## src/source/link_pkg.sv

```systemverilog
package link_pkg;

    // --------------------------------------------------
    // Packet types, upper nibble of the header byte
    // --------------------------------------------------
    localparam int BTYPE_W = 4;

    localparam logic [BTYPE_W-1:0] BAG_ACK    = 4'b0001;
    localparam logic [BTYPE_W-1:0] BAG_NAK    = 4'b0010;
    localparam logic [BTYPE_W-1:0] BAG_DPARAM = 4'b0110;
    localparam logic [BTYPE_W-1:0] BAG_DATA0  = 4'b1101;
    localparam logic [BTYPE_W-1:0] BAG_DATA1  = 4'b1110;
    localparam logic [BTYPE_W-1:0] BAG_ERROR  = 4'b1111;  // Parser verdict only

    // --------------------------------------------------
    // Widths
    // --------------------------------------------------
    localparam int LEN_W  = 8;   // Payload length and buffer address
    localparam int BYTE_W = 8;

    // --------------------------------------------------
    // Retransmission
    // --------------------------------------------------
    localparam int RETRY_MAX = 3;
    localparam int RETRY_W   = $clog2(RETRY_MAX + 1);

    // Answer wait after tx_done, in cycles
    localparam logic [31:0] ACK_TIMEOUT = 32'd600;
    localparam int TMR_W = 10;

endpackage

```

## src/source/byte_ram.sv

```systemverilog
`timescale 1ns/1ps

module byte_ram import link_pkg::*; (
    input  logic              clk,
    input  logic              wr_en,
    input  logic [LEN_W-1:0]  wr_addr,
    input  logic [BYTE_W-1:0] wr_data,
    input  logic [LEN_W-1:0]  rd_addr,
    output logic [BYTE_W-1:0] rd_data
);

    logic [BYTE_W-1:0] mem [0:(1 << LEN_W)-1];

    always_ff @(posedge clk) begin
        if (wr_en) begin
            mem[wr_addr] <= wr_data;
        end
        rd_data <= mem[rd_addr];  // Registered read, one cycle latency
    end

endmodule

```

## src/source/frame_rx.sv

```systemverilog
`timescale 1ns/1ps

module frame_rx import link_pkg::*; (
    input  logic               clk,
    input  logic               rst,
    input  logic [BYTE_W-1:0]  line_rx_data,
    input  logic               line_rx_valid,
    output logic               buf_wr_en,
    output logic [LEN_W-1:0]   buf_wr_addr,
    output logic [BYTE_W-1:0]  buf_wr_data,
    output logic               rx_done,
    output logic [BTYPE_W-1:0] rx_btype,
    output logic [LEN_W-1:0]   rx_len
);

    typedef enum logic [1:0] {
        P_HDR,
        P_LEN,
        P_DATA,
        P_SUM
    } phase_t;

    phase_t             phase;
    logic [BTYPE_W-1:0] hdr_type;
    logic               hdr_good;
    logic               hdr_ok;    // Header of the current frame was well formed
    logic [BTYPE_W-1:0] btype_q;
    logic [LEN_W-1:0]   len_q;
    logic [LEN_W-1:0]   idx;
    logic [BYTE_W-1:0]  csum;

    assign hdr_type = line_rx_data[BYTE_W-1 -: BTYPE_W];

    // Low nibble must be zero and the type one that is sent on the line
    assign hdr_good = (line_rx_data[BYTE_W-BTYPE_W-1:0] == '0) &&
                      (hdr_type inside {BAG_ACK, BAG_NAK, BAG_DPARAM, BAG_DATA0, BAG_DATA1});

    // --------------------------------------------------
    // Phase counter
    // --------------------------------------------------
    always_ff @(posedge clk or posedge rst) begin
        if (rst) begin
            phase <= P_HDR;
            buf_wr_en <= 1'b0;
            rx_done <= 1'b0;
        end else begin
            buf_wr_en <= 1'b0;
            rx_done <= 1'b0;
            if (line_rx_valid) begin
                case (phase)
                    P_HDR: phase <= P_LEN;
                    P_LEN: phase <= (line_rx_data == '0) ? P_SUM : P_DATA;
                    P_DATA: begin
                        buf_wr_en <= 1'b1;
                        if (idx == len_q - 1'b1) phase <= P_SUM;
                    end
                    default: begin
                        rx_done <= 1'b1;
                        phase <= P_HDR;
                    end
                endcase
            end
        end
    end

    always_ff @(posedge clk) begin
        if (line_rx_valid) begin
            case (phase)
                P_HDR: begin
                    btype_q <= hdr_type;
                    hdr_ok <= hdr_good;
                    csum <= line_rx_data;
                end
                P_LEN: begin
                    len_q <= line_rx_data;
                    csum <= csum ^ line_rx_data;
                    idx <= '0;
                end
                P_DATA: begin
                    buf_wr_addr <= idx;   // Payload always lands from address 0
                    buf_wr_data <= line_rx_data;
                    csum <= csum ^ line_rx_data;
                    idx <= idx + 1'b1;
                end
                default: begin
                    rx_btype <= (hdr_ok && csum == line_rx_data) ? btype_q : BAG_ERROR;
                    rx_len <= len_q;
                end
            endcase
        end
    end

endmodule

```

## src/source/frame_tx.sv

```systemverilog
`timescale 1ns/1ps

module frame_tx import link_pkg::*; (
    input  logic               clk,
    input  logic               rst,
    input  logic               tx_start,
    input  logic [BTYPE_W-1:0] tx_btype,
    input  logic [LEN_W-1:0]   tx_base,
    input  logic [LEN_W-1:0]   tx_len,
    output logic [LEN_W-1:0]   buf_rd_addr,
    input  logic [BYTE_W-1:0]  buf_rd_data,
    output logic [BYTE_W-1:0]  line_tx_data,
    output logic               line_tx_valid,
    output logic               tx_done
);

    typedef enum logic [2:0] {
        P_IDLE,
        P_HDR,
        P_LEN,
        P_DATA,
        P_SUM,
        P_FIN
    } phase_t;

    phase_t            phase;
    logic [LEN_W-1:0]  idx;   // Payload bytes already on the line
    logic [BYTE_W-1:0] csum;
    logic [BYTE_W-1:0] hdr;

    assign hdr = {tx_btype, {(BYTE_W-BTYPE_W){1'b0}}};

    // --------------------------------------------------
    // Byte sequencer
    // --------------------------------------------------
    always_ff @(posedge clk or posedge rst) begin
        if (rst) begin
            phase <= P_IDLE;
            line_tx_valid <= 1'b0;
            tx_done <= 1'b0;
        end else begin
            line_tx_valid <= 1'b0;
            tx_done <= 1'b0;
            case (phase)
                P_IDLE: begin
                    if (tx_start) phase <= P_HDR;
                end
                P_HDR: begin
                    line_tx_valid <= 1'b1;
                    phase <= P_LEN;
                end
                P_LEN: begin
                    line_tx_valid <= 1'b1;
                    phase <= (tx_len == '0) ? P_SUM : P_DATA;
                end
                P_DATA: begin
                    line_tx_valid <= 1'b1;
                    if (idx == tx_len - 1'b1) phase <= P_SUM;
                end
                P_SUM: begin
                    line_tx_valid <= 1'b1;
                    phase <= P_FIN;
                end
                default: begin
                    tx_done <= 1'b1;   // Cycle after the checksum byte
                    phase <= P_IDLE;
                end
            endcase
        end
    end

    // Buffer is read one address ahead of the byte being sent
    always_ff @(posedge clk) begin
        case (phase)
            P_IDLE: buf_rd_addr <= tx_base;
            P_HDR: begin
                line_tx_data <= hdr;
                csum <= hdr;
            end
            P_LEN: begin
                line_tx_data <= tx_len;
                csum <= csum ^ tx_len;
                buf_rd_addr <= buf_rd_addr + 1'b1;
                idx <= '0;
            end
            P_DATA: begin
                line_tx_data <= buf_rd_data;
                csum <= csum ^ buf_rd_data;
                buf_rd_addr <= buf_rd_addr + 1'b1;
                idx <= idx + 1'b1;
            end
            default: line_tx_data <= csum;
        endcase
    end

endmodule

```

## src/source/link_ctrl.sv

```systemverilog
`timescale 1ns/1ps

module link_ctrl import link_pkg::*; (
    input  logic               clk,
    input  logic               rst,
    // Host send request
    input  logic               send_req,
    input  logic [BTYPE_W-1:0] send_btype,
    input  logic [LEN_W-1:0]   send_len,
    input  logic [LEN_W-1:0]   send_base,
    output logic               send_done,
    output logic               send_fail,
    // Host receive report
    input  logic               read_ack,
    output logic               read_valid,
    output logic [BTYPE_W-1:0] read_btype,
    output logic [LEN_W-1:0]   read_len,
    // Frame builder
    output logic               tx_start,
    output logic [BTYPE_W-1:0] tx_btype,
    output logic [LEN_W-1:0]   tx_base,
    output logic [LEN_W-1:0]   tx_len,
    input  logic               tx_done,
    // Frame parser
    input  logic               rx_done,
    input  logic [BTYPE_W-1:0] rx_btype,
    input  logic [LEN_W-1:0]   rx_len
);

    typedef enum logic [2:0] {
        IDLE,
        SEND_PREP,
        SEND,
        ANS_WAIT,
        SEND_DONE,
        ANS_PREP,
        ANS_SEND,
        READ_PEND
    } state_t;

    state_t             state;
    logic [RETRY_W-1:0] retry_cnt;
    logic [TMR_W-1:0]   tmr;
    logic               tx_tog;    // Next data frame goes out as DATA1
    logic               rx_tog;    // DATA1 expected from the peer
    logic               ans_new;   // Frame being answered is reported afterwards
    logic               rx_data;
    logic               rx_take;
    logic               rx_fresh;
    logic               rx_nak;
    logic               tx_data;
    logic               timeout;

    assign send_done = (state == SEND_DONE);

    assign rx_data = (rx_btype == BAG_DATA0) || (rx_btype == BAG_DATA1);
    assign tx_data = (tx_btype == BAG_DATA0) || (tx_btype == BAG_DATA1);
    assign timeout = (tmr == TMR_W'(ACK_TIMEOUT - 1));

    // Incoming frame that needs an answer, stray ACK/NAK are ignored
    assign rx_take = rx_done && (state == IDLE || state == READ_PEND) &&
                     (rx_btype != BAG_ACK) && (rx_btype != BAG_NAK);

    // A data frame whose toggle does not match is a duplicate
    assign rx_fresh = !read_valid &&
                      ((rx_btype == BAG_DPARAM) ||
                       (rx_data && ((rx_btype == BAG_DATA1) == rx_tog)));
    assign rx_nak = (rx_btype == BAG_ERROR) || read_valid;

    // --------------------------------------------------
    // Main FSM
    // --------------------------------------------------
    always_ff @(posedge clk or posedge rst) begin
        if (rst) begin
            state <= IDLE;
            tx_start <= 1'b0;
            send_fail <= 1'b0;
            read_valid <= 1'b0;
            retry_cnt <= '0;
            tmr <= '0;
            tx_tog <= 1'b0;
            rx_tog <= 1'b0;
            ans_new <= 1'b0;
        end else begin
            tx_start <= 1'b0;
            if (read_ack) read_valid <= 1'b0;
            case (state)
                IDLE, READ_PEND: begin
                    if (rx_take) begin
                        ans_new <= rx_fresh;
                        state <= ANS_PREP;
                    end else if (state == READ_PEND) begin
                        if (!read_valid) state <= IDLE;
                    end else if (send_req) begin
                        retry_cnt <= '0;
                        state <= SEND_PREP;
                    end
                end
                SEND_PREP: begin
                    tx_start <= 1'b1;
                    state <= SEND;
                end
                SEND: begin
                    tmr <= '0;
                    if (tx_done) state <= ANS_WAIT;
                end
                ANS_WAIT: begin
                    tmr <= tmr + 1'b1;
                    if (rx_done && rx_btype == BAG_ACK) begin
                        send_fail <= 1'b0;
                        if (tx_data) tx_tog <= ~tx_tog;
                        state <= SEND_DONE;
                    end else if ((rx_done && rx_btype == BAG_NAK) || timeout) begin
                        if (retry_cnt == RETRY_W'(RETRY_MAX)) begin
                            send_fail <= 1'b1;     // Retries used up
                            state <= SEND_DONE;
                        end else begin
                            retry_cnt <= retry_cnt + 1'b1;
                            state <= SEND_PREP;
                        end
                    end
                end
                SEND_DONE: begin
                    if (!send_req) state <= IDLE;
                end
                ANS_PREP: begin
                    tx_start <= 1'b1;
                    state <= ANS_SEND;
                end
                default: begin
                    if (tx_done) begin
                        if (ans_new) begin
                            read_valid <= 1'b1;
                            if (read_btype == BAG_DATA0 || read_btype == BAG_DATA1) begin
                                rx_tog <= ~rx_tog;
                            end
                            state <= READ_PEND;
                        end else begin
                            state <= read_valid ? READ_PEND : IDLE;
                        end
                    end
                end
            endcase
        end
    end

    // Frame fields stay put until the builder reports tx_done
    always_ff @(posedge clk) begin
        if (rx_take) begin
            tx_btype <= rx_nak ? BAG_NAK : BAG_ACK;
            tx_base <= '0;
            tx_len <= '0;
            if (rx_fresh) begin
                read_btype <= rx_btype;
                read_len <= rx_len;
            end
        end else if (state == SEND_PREP) begin
            tx_btype <= (send_btype == BAG_DATA0 && tx_tog) ? BAG_DATA1 : send_btype;
            tx_base <= send_base;
            tx_len <= send_len;
        end
    end

endmodule

```

## src/source/link_top.sv

```systemverilog
`timescale 1ns/1ps

module link_top import link_pkg::*; (
    input  logic               clk,
    input  logic               rst,
    // Host buffer access
    input  logic               host_wr_en,
    input  logic [LEN_W-1:0]   host_wr_addr,
    input  logic [BYTE_W-1:0]  host_wr_data,
    input  logic [LEN_W-1:0]   host_rd_addr,
    output logic [BYTE_W-1:0]  host_rd_data,
    // Host send
    input  logic               send_req,
    input  logic [BTYPE_W-1:0] send_btype,
    input  logic [LEN_W-1:0]   send_len,
    input  logic [LEN_W-1:0]   send_base,
    output logic               send_done,
    output logic               send_fail,
    // Host receive
    output logic               read_valid,
    output logic [BTYPE_W-1:0] read_btype,
    output logic [LEN_W-1:0]   read_len,
    input  logic               read_ack,
    // Line
    output logic [BYTE_W-1:0]  line_tx_data,
    output logic               line_tx_valid,
    input  logic [BYTE_W-1:0]  line_rx_data,
    input  logic               line_rx_valid
);

    logic               tx_start;
    logic [BTYPE_W-1:0] tx_btype;
    logic [LEN_W-1:0]   tx_base;
    logic [LEN_W-1:0]   tx_len;
    logic               tx_done;
    logic               rx_done;
    logic [BTYPE_W-1:0] rx_btype;
    logic [LEN_W-1:0]   rx_len;
    logic [LEN_W-1:0]   tx_rd_addr;
    logic [BYTE_W-1:0]  tx_rd_data;
    logic               rx_wr_en;
    logic [LEN_W-1:0]   rx_wr_addr;
    logic [BYTE_W-1:0]  rx_wr_data;
    logic               rx_buf_we;

    // Pending frame in the buffer is protected until read_ack
    assign rx_buf_we = rx_wr_en && !read_valid;

    link_ctrl i_link_ctrl (
        .clk        (clk),
        .rst        (rst),
        .send_req   (send_req),
        .send_btype (send_btype),
        .send_len   (send_len),
        .send_base  (send_base),
        .send_done  (send_done),
        .send_fail  (send_fail),
        .read_ack   (read_ack),
        .read_valid (read_valid),
        .read_btype (read_btype),
        .read_len   (read_len),
        .tx_start   (tx_start),
        .tx_btype   (tx_btype),
        .tx_base    (tx_base),
        .tx_len     (tx_len),
        .tx_done    (tx_done),
        .rx_done    (rx_done),
        .rx_btype   (rx_btype),
        .rx_len     (rx_len)
    );

    frame_tx i_frame_tx (
        .clk           (clk),
        .rst           (rst),
        .tx_start      (tx_start),
        .tx_btype      (tx_btype),
        .tx_base       (tx_base),
        .tx_len        (tx_len),
        .buf_rd_addr   (tx_rd_addr),
        .buf_rd_data   (tx_rd_data),
        .line_tx_data  (line_tx_data),
        .line_tx_valid (line_tx_valid),
        .tx_done       (tx_done)
    );

    frame_rx i_frame_rx (
        .clk           (clk),
        .rst           (rst),
        .line_rx_data  (line_rx_data),
        .line_rx_valid (line_rx_valid),
        .buf_wr_en     (rx_wr_en),
        .buf_wr_addr   (rx_wr_addr),
        .buf_wr_data   (rx_wr_data),
        .rx_done       (rx_done),
        .rx_btype      (rx_btype),
        .rx_len        (rx_len)
    );

    // --------------------------------------------------
    // Buffers
    // --------------------------------------------------
    byte_ram tx_buf (
        .clk     (clk),
        .wr_en   (host_wr_en),
        .wr_addr (host_wr_addr),
        .wr_data (host_wr_data),
        .rd_addr (tx_rd_addr),
        .rd_data (tx_rd_data)
    );

    byte_ram rx_buf (
        .clk     (clk),
        .wr_en   (rx_buf_we),
        .wr_addr (rx_wr_addr),
        .wr_data (rx_wr_data),
        .rd_addr (host_rd_addr),
        .rd_data (host_rd_data)
    );

endmodule

```

## config.mk

```make
export PLATFORM = sky130hd
export DESIGN_NAME = link_top
export DESIGN_NICKNAME = d
export VERILOG_FILES = /design/src/source/link_pkg.sv /design/src/source/byte_ram.sv /design/src/source/frame_rx.sv /design/src/source/frame_tx.sv /design/src/source/link_ctrl.sv /design/src/source/link_top.sv
export SDC_FILE = /design/constraint.sdc
export NUM_CORES = 2
export LEC_CHECK = 0
export BUFFER_PORTS_ARGS = -buffer_cell sky130_fd_sc_hd__buf_2
export CAP_MARGIN = 10
export CORE_ASPECT_RATIO = 1.25
export CORE_MARGIN = 5
export CORE_UTILIZATION = 45
export DETAILED_ROUTE_END_ITERATION = 10
export PLACE_DENSITY_LB_ADDON = 0.08
export SLEW_MARGIN = 25
export SYNTH_ARGS = -nofsm -noshare
export SYNTH_HDL_FRONTEND = slang
export SYNTH_SLANG_ARGS = --single-unit
```

## constraint.sdc

```tcl
create_clock -name clk -period 4.1 [get_ports clk]
set_input_delay 0.82 -clock clk [delete_from_list [all_inputs] [get_ports clk]]
set_output_delay 0.82 -clock clk [all_outputs]
set_load 0.05 [all_outputs]
```

Word-level counts from Yosys, hierarchy flattened
Memory sizes are Yosys's and may differ from the RTL's. A register that Yosys moved wholly into a read port is not among the register bits.
Cells that the tools add are included.
- flip-flop bits (word level): 151
- memory bits (writable): 4096
- input port bits: 58
- output and inout bits: 32
- memories kept: 2
- $add $sub $neg: 7
- equality and inequality tests: 50
- multiplexer cells: 56
- bitwise logic cells: 7
- reductions and logical operators: 60
- memory list (name ; words ; width ; rd ports ; clocked after Yosys merged registers in ; wr ports ; line ; source):
    rx_buf.mem ; 256 ; 8 ; 1 ; 1 ; 1 ; byte_ram.sv:12 ; logic [BYTE_W-1:0] mem [0:(1 << LEN_W)-1];
    tx_buf.mem ; 256 ; 8 ; 1 ; 1 ; 1 ; byte_ram.sv:12 ;
- operator list (operator ; count):
    $pmux 8 s2 ; 4
    $mux 3 ; 15
    $eq 4x4->1 const B ; 10
    $pmux 8 s4 ; 1
    $add 8x1->8 const B ; 3
    $eq 8x8->1 ; 3
    $pmux 8 s3 ; 1
    $xor 8x8->8 ; 3
    $pmux 10 s2 ; 1
    $reduce_and 2->1 ; 10
    $mux 1 ; 19
    $pmux 3 s6 ; 1
    $reduce_bool 2->1 ; 9
    $logic_not 8->1 ; 2
    $mux 2 ; 8
    $sub 8x1->8 const B ; 2
    $pmux 3 s5 ; 1
    $ne 2x2->1 const B ; 7
    $eq 3x2->1 const B ; 4
    $eq 3x3->1 const B ; 4
    $mux 4 ; 3
    $logic_and 1x1->1 ; 11
    $add 10x1->10 const B ; 1
    $eq 10x10->1 const B ; 1
    33 further kinds ; 56

Depth between registers and ports, before layout
- word-level depth: 7
- depth in mapped cells: 12
- mapped depth without buffers: 8

Hierarchy
A second synthesis with hierarchy kept.
- cell total of the unflattened synthesis: 8110
- area, all modules: 166510.9 um^2
- by module, submodules not included (module ; instances ; cells an instance ; area each (um^2)):
    byte_ram ; 2 ; 3733 ; 79556.3
    frame_rx ; 1 ; 178 ; 2707.6
    link_ctrl ; 1 ; 249 ; 2484.9
    frame_tx ; 1 ; 216 ; 2192.1
    link_top ; 1 ; 1 ; 13.8

Worst setup path after synthesis
Ideal clock, no wire load.
- path kind: flip-flop to flip-flop
- from: register i_frame_rx.buf_wr_data[0]
- to: memory rx_buf.mem[0][0], data pin
- arrival: 3.228 ns
- required time: 3.283 ns
- slack: 0.054 ns
- stages on the path, launching flop included: 1
- buffers on the path: 0
- period minus slack after synthesis: 4.046 ns
- cells stage by stage: edfxtp_1
- RTL lines (what ; line ; source):
    start: declaration ; frame_rx.sv:10 ; output logic [BYTE_W-1:0] buf_wr_data,
    start signal: assignment ; frame_rx.sv:81 ; buf_wr_data <= line_rx_data;
    end: declaration ; byte_ram.sv:12 ;
Straight into the memory's write port.

==> run metrics <==
Hold Slack 0.101 ns; worst hold start send_len[7]; die span in x around 550 um; Routed WL per cell between 30 and 40 um; initial core utilization between 40% and 50%; WHS Endpoint i_link_ctrl.tx_len[7]$_SDFFE_PP0P_; Tmin final 3.69 ns; Hold Path Stages 3; largest family of logic cells by synthesized area multiplexers; largest net degree at the start of global routing 173; Setup Skew 0.0490 ns; # resized after CTS 0; IO Pins 90; area grow syn2layout 15.3%; required time worst endpoint approximately 5 ns; Placer Congestion 0.835; Synth Cell Area 0.166 mm^2; vias in the first global route around 86,000; Power Total 114 mW; # H-tree levels 5; FF+latch count, synth 4,263; fill count 28,900; design area 0.192 mm^2; grt ovf 0; post-synthesis mux area share 16.0%; Post-Synth Adder-Cell Area 0.0904%; reg2reg end tx_buf.rd_data[3]$_DFF_P_; synth warn 0; Core ar. approximately 0.37 mm^2; share of layout cells above drive strength 1 around 29%; vias per std cell 5.86; syn_nets 7,915; final period utilization 90.1%; Final Util between 50% and 60%; TritonCTS Sinks 4,263; Initial DRT Pass Iterations 5; estimated wirelength of the detail-placed design between 200 and 300 mm; Synth top cells by count edfxtp_1, mux4_2, nor2_1, mux2i_1, nand2_1; XOR/XNOR Fraction of Synth Area 0.332%; R2R setup slack a little over 0.4 ns; Syn Inst Count 7,845; FP Rows 249; CP max FO 13; status completed; post-synth top area cell edfxtp_1; critical path type reg -> reg; DIE HEIGHT about 700 um; Worst-Margin Slew 1.23 ns; Setup violations, final 0; R2R Path Start i_frame_tx.buf_rd_addr[3]$_DFFE_PP_; Clock transition at path regs 0.06 ns; most common cell in the synthesized netlist edfxtp_1; GR Util All Layers 23.9%; Worst EP arrival 4.57 ns; PortBufs 89; register area share after synthesis 76.8%; placed instance area 0.178 mm^2; WL final 461 mm; Synth Area in Compound Gates 2.53%; Synth async-reset ratio 0.704%; Main synth FF type edfxtp_1; type of the worst min-delay path in -> reg; CTS tree done; CP endpoint kind register; Num CTS Buffers 426; Syn Area/Cell around 21 um^2; Max Fclk 271 MHz; Cell variety after synth 76; RSZ-0062 raised after global routing no; post-route setup TNS 0 ns; Hold Buf Count CTS 2; simple-gate share of the synthesized area 2.81%; PwrDens slightly below 600 mW/mm^2; DRC Markers 0; first-pass GRT wire length ~650 mm; initial antenna violation count 13; Max Slew Vio Count 0; Worst R2R Path Depth 10; slew margin rel. around 18%; postcts setup bufs 0; top flop regs rx_buf.mem x2048, tx_buf.mem x2048, i_link_ctrl.tmr x10; P_leak approximately 60 nW; final hold vios 0; max cap viols 0; DR vias about 82,000; Synth top area share about three quarters; EDFF count, synth 4,201; Worst-Skew Late Latency slightly below 1 ns; VDD IR max 0.414 mV; Die ar. 0.382 mm^2; Post-DRT Antenna Nets 0; ranking of synthesized cells by area edfxtp_1, mux4_2, mux2i_1, nor2_1, a22oi_1; Root Driver clkbuf_16; critical path launch point type register; Clock Tree Buf Depth 4; Nets 8,774; Initial DRC Count 7,746
[cell type report]
cell class / count / area [um^2] / area share (%)
Clock buffer: 546 / 11400 / 5.93
Inverter: 28 / 108 / 0.0562
Timing Repair Buffer: 890 / 7690 / 4.01
Clock inverter: 250 / 2500 / 1.30
Tap cell: 4894 / 6120 / 3.20
Sequential cell: 4263 / 128000 / 66.6
Multi-Input combinational cell: 3095 / 36300 / 18.9
Antenna cell: 3 / 7.51 / 0.00392
[stage by stage]
step | std cells | setup slack, ns
after global routing | 14000 | 0.283
after CTS | 14000 | 0.431
after detailed placement | 13200 | -0.101
after floorplan | 7845 | 0.0543
final | 14000 | 0.406
after global placement | 13200 | -0.124
[worst max path at each step]
stage | slack [ns] | startpoint | end | cells past startpoint
after floorplan | 0.05 | i_frame_rx.buf_wr_data[0]$_DFFE_PP_ | rx_buf.mem[0][0]$_DFFE_PP_ | 0
after global placement | -0.12 | host_rd_addr[0] | rx_buf.rd_data[3]$_DFF_P_ | 10
after detailed placement | -0.10 | host_rd_addr[0] | rx_buf.rd_data[3]$_DFF_P_ | 10
after CTS | 0.43 | i_frame_tx.buf_rd_addr[0]$_DFFE_PP_ | tx_buf.rd_data[1]$_DFF_P_ | 9
after global routing | 0.28 | i_frame_tx.buf_rd_addr[0]$_DFFE_PP_ | tx_buf.rd_data[5]$_DFF_P_ | 11
final | 0.41 | i_frame_tx.buf_rd_addr[3]$_DFFE_PP_ | tx_buf.rd_data[3]$_DFF_P_ | 10
[report_power, final]
part / switching (mW) / internal, mW
clock: 16.5 / 22.5
combinational: 15.1 / 9.18
sequential: 0.969 / 49.4
[layer usage]
metal  vias up  global-route usage (%)  routed length (um)
met3       755                    3.03               21200
met1     44100                    29.8              175000
met2      2507                    42.8              243000
met4         8                    9.34               21100
met5         -                       0                  71
li1      34500                       -                   -
[kinds of logic after synthesis]
family | count (synthesis)
buffers and inverters | 487
AND/OR/NAND/NOR | 1085
adder cells (fa/ha/maj) | 12
flip-flops | 4263
AO/OA/AOI/OAI | 592
XOR/XNOR | 63
multiplexers | 1343
[layout by cell type, fill, tap and decap left out, drive strengths merged, types with 46 or more instances in the layout]
master,n
a211oi,46
a21oi,91
a22oi,113
buf,884
bufinv,46
clkbuf,550
clkinv,180
edfxtp,4201
mux2i,285
mux4,1047
nand2,217
nand3,65
nor2,601
o21ai,66
o22ai,53
[worst max-delay path, stage by stage (launching register included)]
cell and delay, ns:
edfxtp_1 0.44, buf_12 0.19, buf_4 0.22, nor2b_4 0.51, buf_4 0.40, nand2_1 0.13, a41o_1 0.30, a31oi_1 0.86
o221ai_1 0.26, buf_4 0.18, o31ai_1 0.05
No activity file was read; power rests on OpenSTA's default activity.
